==> config.mk <==
export PLATFORM = sky130hd
export DESIGN_NAME = IntExecCore
export DESIGN_NICKNAME = d
export VERILOG_FILES = /design/src/hdl/IntExecPkg.sv /design/src/hdl/IntAlu.sv /design/src/hdl/IntRegRead.sv /design/src/hdl/IntOpQueue.sv /design/src/hdl/IntExecUnit.sv /design/src/hdl/IntExecCore.sv
export SDC_FILE = /design/constraint.sdc
export NUM_CORES = 2
export LEC_CHECK = 0
export ABC_CLOCK_PERIOD_IN_PS = 14090
export BUFFER_PORTS_ARGS = -buffer_cell sky130_fd_sc_hd__buf_2
export CORE_ASPECT_RATIO = 0.8
export CORE_MARGIN = 4
export CORE_UTILIZATION = 45
export DETAILED_ROUTE_END_ITERATION = 10
export GPL_TIMING_DRIVEN = 0
export HOLD_SLACK_MARGIN = 0.15
export SLEW_MARGIN = 25
export SYNTH_ARGS = -nofsm -noshare
export SYNTH_HDL_FRONTEND = slang
export SYNTH_SLANG_ARGS = --single-unit
==> constraint.sdc <==
create_clock -name clk -period 14.09 [get_ports clk]
set_input_delay 2.818 -clock clk [delete_from_list [all_inputs] [get_ports clk]]
set_output_delay 2.818 -clock clk [all_outputs]
set_load 0.03 [all_outputs]
==> src/hdl/IntExecPkg.sv <==
// Sizes and widths of the integer execution back end
// Op-type, condition, ALU and shift encodings
// Op word union with its integer and branch views
package IntExecPkg;

    // Data path, PC and register file sizes
    localparam int DataWidth     = 32;
    localparam int AddrWidth     = 16;
    localparam int RegCount      = 16;
    localparam int RegIdxWidth   = 4;
    localparam int QueueDepth    = 4;
    localparam int QueuePtrWidth = $clog2(QueueDepth);
    localparam int InsnBytes     = 4;
    localparam int ImmWidth      = 9;
    localparam int BrDispWidth   = 12;
    localparam int ShamtWidth    = 5;

    // Op types
    localparam logic [1:0] OpAlu    = 2'd0;
    localparam logic [1:0] OpShift  = 2'd1;
    localparam logic [1:0] OpBranch = 2'd2;
    localparam logic [1:0] OpSelect = 2'd3;

    // Conditions, code 7 is spare and behaves like CondAl
    localparam logic [2:0] CondEq  = 3'd0;
    localparam logic [2:0] CondNe  = 3'd1;
    localparam logic [2:0] CondLt  = 3'd2;
    localparam logic [2:0] CondGe  = 3'd3;
    localparam logic [2:0] CondLtu = 3'd4;
    localparam logic [2:0] CondGeu = 3'd5;
    localparam logic [2:0] CondAl  = 3'd6;

    // ALU functions
    localparam logic [2:0] AluAdd = 3'd0;
    localparam logic [2:0] AluSub = 3'd1;
    localparam logic [2:0] AluAnd = 3'd2;
    localparam logic [2:0] AluOr  = 3'd3;
    localparam logic [2:0] AluXor = 3'd4;
    localparam logic [2:0] AluSlt = 3'd5;

    // Shift kinds
    localparam logic [1:0] ShiftLl = 2'd0;
    localparam logic [1:0] ShiftRl = 2'd1;
    localparam logic [1:0] ShiftRa = 2'd2;

    // Integer view: ALU, shift and select ops
    typedef struct packed {
        logic [1:0]             opType;
        logic [2:0]             cond;
        logic [RegIdxWidth-1:0] dst;
        logic [RegIdxWidth-1:0] srcA;
        logic [RegIdxWidth-1:0] srcB;
        logic [2:0]             aluCode;
        logic [1:0]             shiftKind;
        logic                   useImm;
        logic [ImmWidth-1:0]    imm;
    } IntOpView;

    // Branch view, same 17-bit header
    typedef struct packed {
        logic [1:0]             opType;
        logic [2:0]             cond;
        logic [RegIdxWidth-1:0] dst;
        logic [RegIdxWidth-1:0] srcA;
        logic [RegIdxWidth-1:0] srcB;
        logic [BrDispWidth-1:0] disp;
        logic                   predTaken;
        logic [1:0]             spare;
    } BrOpView;

    typedef union packed {
        IntOpView intView;
        BrOpView  brView;
    } OpWord;

endpackage

==> src/hdl/IntAlu.sv <==
// Combinational ALU and shifter
// Controlled by the integer view of the op word
`timescale 1ns/1ns

module IntAlu import IntExecPkg::*; (
    input  IntOpView             opView,
    input  logic [DataWidth-1:0] opA,
    input  logic [DataWidth-1:0] opB,
    output logic [DataWidth-1:0] aluOut,
    output logic [DataWidth-1:0] shiftOut
);

    logic [DataWidth-1:0]  immExt;
    logic [DataWidth-1:0]  srcB;
    logic [ShamtWidth-1:0] shamt;

    // Sign-extended immediate replaces operand B
    assign immExt = {{(DataWidth-ImmWidth){opView.imm[ImmWidth-1]}}, opView.imm};
    assign srcB   = opView.useImm ? immExt : opB;
    assign shamt  = srcB[ShamtWidth-1:0];

    always_comb begin
        case (opView.aluCode)
            AluAdd: aluOut = opA + srcB;
            AluSub: aluOut = opA - srcB;
            AluAnd: aluOut = opA & srcB;
            AluOr:  aluOut = opA | srcB;
            AluXor: aluOut = opA ^ srcB;
            AluSlt: aluOut = {{(DataWidth-1){1'b0}}, $signed(opA) < $signed(srcB)};
            // unused codes fall back to add
            default: aluOut = opA + srcB;
        endcase
    end

    always_comb begin
        case (opView.shiftKind)
            ShiftLl: shiftOut = opA << shamt;
            ShiftRl: shiftOut = opA >> shamt;
            ShiftRa: shiftOut = $signed(opA) >>> shamt;
            // Spare kind shifts left
            default: shiftOut = opA << shamt;
        endcase
    end

endmodule

==> src/hdl/IntRegRead.sv <==
// Register read stage
// 16-entry register file, pending-write scoreboard and op acceptance
`timescale 1ns/1ns

module IntRegRead import IntExecPkg::*; (
    input  logic                   clk,
    input  logic                   rst,

    // Op input handshake
    input  logic                   opValid,
    output logic                   opReady,
    input  OpWord                  opWord,
    input  logic [AddrWidth-1:0]   opPc,

    // Push side of the op queue
    input  logic                   qFull,
    output logic                   qPush,
    output OpWord                  qWord,
    output logic [AddrWidth-1:0]   qPc,
    output logic [DataWidth-1:0]   qOpA,
    output logic [DataWidth-1:0]   qOpB,

    // Writeback from the execute unit
    input  logic                   wbEn,
    input  logic [RegIdxWidth-1:0] wbDst,
    input  logic [DataWidth-1:0]   wbData
);

    logic [DataWidth-1:0]   regFile [RegCount];
    logic [RegCount-1:0]    pending;
    logic                   running;
    logic                   regsBusy;
    logic                   accept;
    logic [RegIdxWidth-1:0] srcA;
    logic [RegIdxWidth-1:0] srcB;
    logic [RegIdxWidth-1:0] dst;

    // Header fields sit at the same place in both views
    assign srcA = opWord.intView.srcA;
    assign srcB = opWord.intView.srcB;
    assign dst  = opWord.intView.dst;

    // r0 never gets a pending bit, so it never stalls
    assign regsBusy = pending[srcA] | pending[srcB] | pending[dst];

    assign opReady = running && !qFull && !regsBusy;
    assign accept  = opValid && opReady;

    // Goes high one cycle after reset is released
    always_ff @(posedge clk) begin
        if (rst) begin
            running <= 1'b0;
        end else begin
            running <= 1'b1;
        end
    end

    // Register file and scoreboard
    always_ff @(posedge clk) begin
        if (rst) begin
            pending <= '0;
            for (int i = 0; i < RegCount; i++) begin
                regFile[i] <= '0;
            end
        end else begin
            // Writes to r0 are dropped here
            if (wbEn && wbDst != '0) begin
                regFile[wbDst] <= wbData;
                pending[wbDst] <= 1'b0;
            end
            // dst is free when accepted, so it never collides with the writeback
            if (accept && dst != '0) begin
                pending[dst] <= 1'b1;
            end
        end
    end

    // Push strobe one cycle after acceptance
    always_ff @(posedge clk) begin
        if (rst) begin
            qPush <= 1'b0;
        end else begin
            qPush <= accept;
        end
    end

    // Op payload with the operands read in the accepting cycle
    always_ff @(posedge clk) begin
        if (accept) begin
            qWord <= opWord;
            qPc   <= opPc;
            qOpA  <= regFile[srcA];
            qOpB  <= regFile[srcB];
        end
    end

endmodule

==> src/hdl/IntOpQueue.sv <==
// Op queue between register read and execute
// Circular buffer of ops with operands and PC
`timescale 1ns/1ns

module IntOpQueue import IntExecPkg::*; (
    input  logic                 clk,
    input  logic                 rst,
    input  logic                 qPush,
    input  OpWord                pushWord,
    input  logic [AddrWidth-1:0] pushPc,
    input  logic [DataWidth-1:0] pushOpA,
    input  logic [DataWidth-1:0] pushOpB,
    output logic                 qFull,
    output logic                 qValid,
    input  logic                 qPop,
    output OpWord                headWord,
    output logic [AddrWidth-1:0] headPc,
    output logic [DataWidth-1:0] headOpA,
    output logic [DataWidth-1:0] headOpB
);

    OpWord                  wordMem [QueueDepth];
    logic [AddrWidth-1:0]   pcMem   [QueueDepth];
    logic [DataWidth-1:0]   opAMem  [QueueDepth];
    logic [DataWidth-1:0]   opBMem  [QueueDepth];
    logic [QueuePtrWidth-1:0] wrPtr;
    logic [QueuePtrWidth-1:0] rdPtr;
    logic [QueuePtrWidth:0]   count;
    logic                     doPop;

    assign qValid = count != '0;
    assign doPop  = qPop && qValid;

    // Full also counts the push of this cycle, since the register read
    // stage pushes one cycle after it accepts
    assign qFull = (count == (QueuePtrWidth+1)'(QueueDepth)) ||
                   (qPush && count == (QueuePtrWidth+1)'(QueueDepth - 1));

    assign headWord = wordMem[rdPtr];
    assign headPc   = pcMem[rdPtr];
    assign headOpA  = opAMem[rdPtr];
    assign headOpB  = opBMem[rdPtr];

    // Pointers wrap by overflow, depth is a power of two
    always_ff @(posedge clk) begin
        if (rst) begin
            wrPtr <= '0;
            rdPtr <= '0;
            count <= '0;
        end else begin
            if (qPush) begin
                wrPtr <= wrPtr + 1'b1;
            end
            if (doPop) begin
                rdPtr <= rdPtr + 1'b1;
            end
            count <= count + qPush - doPop;
        end
    end

    always_ff @(posedge clk) begin
        if (qPush) begin
            wordMem[wrPtr] <= pushWord;
            pcMem[wrPtr]   <= pushPc;
            opAMem[wrPtr]  <= pushOpA;
            opBMem[wrPtr]  <= pushOpB;
        end
    end

endmodule

==> src/hdl/IntExecUnit.sv <==
// Execute stage
// Condition evaluation, result select, branch resolution
// Output register with valid/ready and register writeback
`timescale 1ns/1ns

module IntExecUnit import IntExecPkg::*; (
    input  logic                   clk,
    input  logic                   rst,
    input  logic                   qValid,
    output logic                   qPop,
    input  OpWord                  headWord,
    input  logic [AddrWidth-1:0]   headPc,
    input  logic [DataWidth-1:0]   headOpA,
    input  logic [DataWidth-1:0]   headOpB,
    output logic                   resValid,
    input  logic                   resReady,
    output logic [RegIdxWidth-1:0] resDst,
    output logic [DataWidth-1:0]   resData,
    output logic                   brValid,
    output logic                   brTaken,
    output logic [AddrWidth-1:0]   brTarget,
    output logic                   brMispred,
    output logic                   wbEn,
    output logic [RegIdxWidth-1:0] wbDst,
    output logic [DataWidth-1:0]   wbData
);

    logic [DataWidth-1:0] aluOut;
    logic [DataWidth-1:0] shiftOut;
    logic [DataWidth-1:0] resultNext;
    logic [AddrWidth-1:0] pcNext;
    logic [AddrWidth-1:0] dispExt;
    logic                 condTrue;
    logic                 isBranch;

    IntAlu alu (
        .opView   (headWord.intView),
        .opA      (headOpA),
        .opB      (headOpB),
        .aluOut   (aluOut),
        .shiftOut (shiftOut)
    );

    // Condition on the raw register operands
    always_comb begin
        case (headWord.intView.cond)
            CondEq:  condTrue = headOpA == headOpB;
            CondNe:  condTrue = headOpA != headOpB;
            CondLt:  condTrue = $signed(headOpA) < $signed(headOpB);
            CondGe:  condTrue = $signed(headOpA) >= $signed(headOpB);
            CondLtu: condTrue = headOpA < headOpB;
            CondGeu: condTrue = headOpA >= headOpB;
            CondAl:  condTrue = 1'b1;
            default: condTrue = 1'b1;
        endcase
    end

    assign isBranch = headWord.intView.opType == OpBranch;
    assign pcNext   = headPc + AddrWidth'(InsnBytes);
    assign dispExt  = {{(AddrWidth-BrDispWidth){headWord.brView.disp[BrDispWidth-1]}},
                       headWord.brView.disp};

    always_comb begin
        case (headWord.intView.opType)
            OpAlu:    resultNext = aluOut;
            OpShift:  resultNext = shiftOut;
            OpBranch: resultNext = {{(DataWidth-AddrWidth){1'b0}}, pcNext};
            default:  resultNext = condTrue ? headOpA : headOpB;
        endcase
    end

    // Load when the output register is empty or drains this cycle
    assign qPop = qValid && (!resValid || resReady);

    always_ff @(posedge clk) begin
        if (rst) begin
            resValid <= 1'b0;
            brValid  <= 1'b0;
        end else if (qPop) begin
            resValid <= 1'b1;
            brValid  <= isBranch;
        end else if (resReady) begin
            resValid <= 1'b0;
            brValid  <= 1'b0;
        end
    end

    // Target wraps at 16 bits
    always_ff @(posedge clk) begin
        if (qPop) begin
            resDst    <= headWord.intView.dst;
            resData   <= resultNext;
            brTaken   <= isBranch && condTrue;
            brTarget  <= condTrue ? headPc + dispExt : pcNext;
            brMispred <= isBranch && (headWord.brView.predTaken != condTrue);
        end
    end

    // A result is committed when it is accepted
    assign wbEn   = resValid && resReady;
    assign wbDst  = resDst;
    assign wbData = resData;

endmodule

==> src/hdl/IntExecCore.sv <==
// Integer execution back end top level
// Register read, op queue and execute unit
`timescale 1ns/1ns

module IntExecCore import IntExecPkg::*; (
    input  logic                   clk,
    input  logic                   rst,
    input  logic                   opValid,
    output logic                   opReady,
    input  OpWord                  opWord,
    input  logic [AddrWidth-1:0]   opPc,
    output logic                   resValid,
    input  logic                   resReady,
    output logic [RegIdxWidth-1:0] resDst,
    output logic [DataWidth-1:0]   resData,
    output logic                   brValid,
    output logic                   brTaken,
    output logic [AddrWidth-1:0]   brTarget,
    output logic                   brMispred
);

    // Register read to queue
    logic                   qPush;
    logic                   qFull;
    OpWord                  qWord;
    logic [AddrWidth-1:0]   qPc;
    logic [DataWidth-1:0]   qOpA;
    logic [DataWidth-1:0]   qOpB;

    // Queue head to execute
    logic                   qValid;
    logic                   qPop;
    OpWord                  headWord;
    logic [AddrWidth-1:0]   headPc;
    logic [DataWidth-1:0]   headOpA;
    logic [DataWidth-1:0]   headOpB;

    // Writeback
    logic                   wbEn;
    logic [RegIdxWidth-1:0] wbDst;
    logic [DataWidth-1:0]   wbData;

    IntRegRead regRead (
        .clk     (clk),
        .rst     (rst),
        .opValid (opValid),
        .opReady (opReady),
        .opWord  (opWord),
        .opPc    (opPc),
        .qFull   (qFull),
        .qPush   (qPush),
        .qWord   (qWord),
        .qPc     (qPc),
        .qOpA    (qOpA),
        .qOpB    (qOpB),
        .wbEn    (wbEn),
        .wbDst   (wbDst),
        .wbData  (wbData)
    );

    IntOpQueue opQueue (
        .clk      (clk),
        .rst      (rst),
        .qPush    (qPush),
        .pushWord (qWord),
        .pushPc   (qPc),
        .pushOpA  (qOpA),
        .pushOpB  (qOpB),
        .qFull    (qFull),
        .qValid   (qValid),
        .qPop     (qPop),
        .headWord (headWord),
        .headPc   (headPc),
        .headOpA  (headOpA),
        .headOpB  (headOpB)
    );

    IntExecUnit execUnit (
        .clk       (clk),
        .rst       (rst),
        .qValid    (qValid),
        .qPop      (qPop),
        .headWord  (headWord),
        .headPc    (headPc),
        .headOpA   (headOpA),
        .headOpB   (headOpB),
        .resValid  (resValid),
        .resReady  (resReady),
        .resDst    (resDst),
        .resData   (resData),
        .brValid   (brValid),
        .brTaken   (brTaken),
        .brTarget  (brTarget),
        .brMispred (brMispred),
        .wbEn      (wbEn),
        .wbDst     (wbDst),
        .wbData    (wbData)
    );

endmodule

==> flow_metrics.tcl <==
set metrics [dict create \
    cts_tree "yes" \
    first_pass_iters 5 \
    power_mw 15.20 \
    yosysTopAreaCellShare_pct 54.38 \
    grt_overflow 0 \
    postCtsSetupRepairBufs 0 \
    finalNonFillerCells 6428 \
    rrSetupSlack_ns 4.88 \
    worstSetupStartpointType "flip-flop" \
    die_area_um2 139200 \
    synth_top_family_by_area "multiplexers" \
    synth_compound_area_share_pct 7.720 \
    grt_antenna_before_repair 9 \
    fin_nets 4785 \
    n_fill_cell 11439 \
    synth_simple_gate_area_share_pct 9.872 \
    cts_buffer_depth 3 \
    cts_hold_buffers 0 \
    synth_edf_count 1086 \
    ys.flop_type "edfxtp_1" \
    fin_worst_skew_ns 0.08242 \
    worst-slew-pin-transition_ns 1.139 \
    routedWlPerCell_um 34.40 \
    fp-row-count 119 \
    worst_slack_ns 4.880 \
    core_um2 131900 \
    place_inst 6220 \
    clk_latency_ns 0.76 \
    routed_via_density 6.379 \
    final_cell_mix "edfxtp_1 (1086), and2_1 (494), mux4_2 (439), clkbuf_1 (244), nand2_1 (244)" \
    layout_commonest_cell "edfxtp_1" \
    cp-endpoint "execUnit.resData[30]" \
    final_area_um2 67030 \
    multi_input_area_um2 25070 \
    leakagePower_nw 23.69 \
    place_ws_ns 5.055 \
    max_freq_mhz 108.6 \
    ys_ff_latch 1115 \
    globalplace.congestion 1.038 \
    finalSetupTns_ns 0 \
    r2r_end "execUnit.resData[30]" \
    synth_area_leaders "edfxtp_1 (54%), mux4_2 (16%), and2_1 (5.2%)" \
    clockRootBuffer "clkbuf_16" \
    hpwlAfterDp_um 169200 \
    clkTransAtPathRegs_ns 0.06 \
    status "completed" \
    synth.cell_area_um2 59960 \
    path_class "flip-flop to flip-flop" \
    numPortBuffers 99 \
    ys_types 89 \
    cts_resized 0 \
    worst_ep_arrival_time_ns 9.56 \
    synth.yosys.seq_area_share_pct 55.35 \
    die_w_um 416.1 \
    final-hold-violation-count 0 \
    relSlewSlack_pct 23.25 \
    yosys_warnings 0 \
    r2r_cells 22 \
    path_max_fanout 10 \
    rsz0062_at_grt "no" \
    synthCells 4310 \
    regArea_um2 33190 \
    peakVddDrop_mv 0.1140 \
    yosys.area_share.xor_xnor_pct 1.022 \
    grt_pass1_wl_um 309100 \
    cts.sinks 1115 \
    grt_start_max_net_pins 67 \
    setup_viol 0 \
    drtIter0Drc 5795 \
    powerDensity_nw_per_um2 226.8 \
    drv_cap 0 \
    io_pins 109 \
    end_kind "flip-flop" \
    htreeDepth 3 \
    syn2layout_area_growth_pct 11.78 \
    cp.required_ns 14.44 \
    maxSlewViolCount 0 \
    vias 41005 \
    synthAdderAreaFrac_pct 3.293 \
    fp.dieH_um 334.5 \
    initial_core_util_pct 45.45 \
    grtUsageTotal_pct 31.43 \
    muxShareOfSynthArea_pct 19.52 \
    cts_buffers 108 \
    syn_area_per_cell_um2 13.91 \
    grt_pass1_vias 39651 \
    synthArstFlopShare_pct 0 \
    drc 0 \
    drive_gt1_share_pct 18.33 \
    synth.largest_area_cell "edfxtp_1" \
    wl_um 221100 \
    dpl-instance-area_um2 63470 \
    fin_crit_sh_pct 65.37 \
    post-route-min-period_ns 9.210 \
    hold_path.class "flip-flop to flip-flop" \
    ant_nets 0 \
]
==> cells in the mapped netlist, types with 23 or more instances <==
| cell type | n |
|---|---|
| a211oi_1 | 23 |
| a21o_1 | 24 |
| a21oi_1 | 222 |
| a22oi_1 | 28 |
| and2_1 | 498 |
| buf_1 | 44 |
| buf_2 | 33 |
| clkbuf_1 | 225 |
| dfxtp_1 | 29 |
| edfxtp_1 | 1086 |
| ha_1 | 153 |
| inv_1 | 151 |
| mux2i_1 | 145 |
| mux4_2 | 439 |
| nand2_1 | 259 |
| nand3_1 | 49 |
| nor2_1 | 196 |
| nor2b_1 | 24 |
| nor3_1 | 46 |
| o211ai_1 | 31 |
| o21ai_0 | 162 |
| o21ai_1 | 31 |
| xnor2_1 | 49 |
==> state kept, by name, indices dropped and copies added, names as in the netlist, 3 cells and up, named ones only <==
name	flops
regRead.qPc	16
opQueue.wordMem	96
regRead.qWord	24
execUnit.resData	32
regRead.pending	16
execUnit.resDst	4
opQueue.pcMem	64
opQueue.opBMem	128
regRead.regFile	512
regRead.qOpB	32
opQueue.count	3
opQueue.opAMem	128
execUnit.brTarget	16
regRead.qOpA	32
==> through the flow <==
stage	hold WS (ns)	util (%)
6_report	0.4983	50.81
5_1_grt	0.5128	50.80
4_1_cts	0.4970	50.79
3_5_place_dp	0.4861	48.11
3_3_place_gp	0.4770	47.58
2_1_floorplan	0.4533	-
==> cell type report <==
cell class / instances / area share (%)
inverters: 160 / 0.9072
multi-input cells: 2746 / 37.41
clock inverters: 65 / 1.008
diodes: 5 / 0.01867
repair buffers: 126 / 1.600
well taps: 1754 / 3.274
clock buffers: 137 / 4.256
flip-flops and latches: 1115 / 49.52
plain buffers: 320 / 2.009
==> report_power, final <==
part           total (mW)  internal, mW  switching [mW]
Clock                2.89          1.61            1.28
Sequential           4.33          4.02           0.307
Combinational        7.98          2.33            5.66
Total                15.2          7.95            7.25
==> worst min path at each step <==
stage,startpoint,to,slack [ns],depth (start not counted)
5_1_grt,regRead.qOpB[10],opQueue.opBMem[0][10],0.51,0
3_3_place_gp,regRead.qOpA[30],opQueue.opAMem[2][30],0.48,0
3_5_place_dp,regRead.pending[0],regRead.pending[0],0.49,1
6_report,regRead.qWord[10],opQueue.wordMem[1][10],0.50,0
2_1_floorplan,regRead.pending[13],regRead.pending[13],0.45,2
4_1_cts,regRead.pending[0],regRead.pending[0],0.50,1
==> routing by layer <==
metal / track usage [%] / share of wire, % / routed length (µm) / vias to the layer above
li1: - / - / - / 17128
met1: 45.38 / 42 / 92720 / 21167
met2: 48.03 / 45 / 98810 / 2328
met3: 5.645 / 9.1 / 20070 / 382
met4: 11.56 / 4.3 / 9532 / 0
met5: 0 / 0 / 0 / -
==> cells by family after synthesis <==
| group | count (synthesis) |
|---|---|
| AO/OA/AOI/OAI | 732 |
| XOR/XNOR | 70 |
| adder cells (fa/ha/maj) | 156 |
| buffers and inverters | 480 |
| flip-flops | 1115 |
| multiplexers | 612 |
| other | 1 |
| AND/OR/NAND/NOR | 1144 |
==> critical path, stage by stage (launching register included) <==
cell	delay, ns
dfxtp_1	0.43
buf_2	0.33
buf_4	0.29
buf_2	0.44
buf_2	0.37
buf_2	0.41
clkbuf_1	0.68
clkbuf_1	0.81
mux4_2	0.47
nand2_1	0.18
o21a_1	0.29
ha_1	0.23
clkbuf_1	0.42
o21ai_0	0.17
a311oi_1	0.39
nand4_1	0.24
nor3_1	0.54
o21ai_0	0.32
o211ai_1	0.34
a41oi_1	0.21
mux2i_1	0.28
nand2_1	0.08
o31ai_1	0.88
Power figures use the tool's default switching activity.
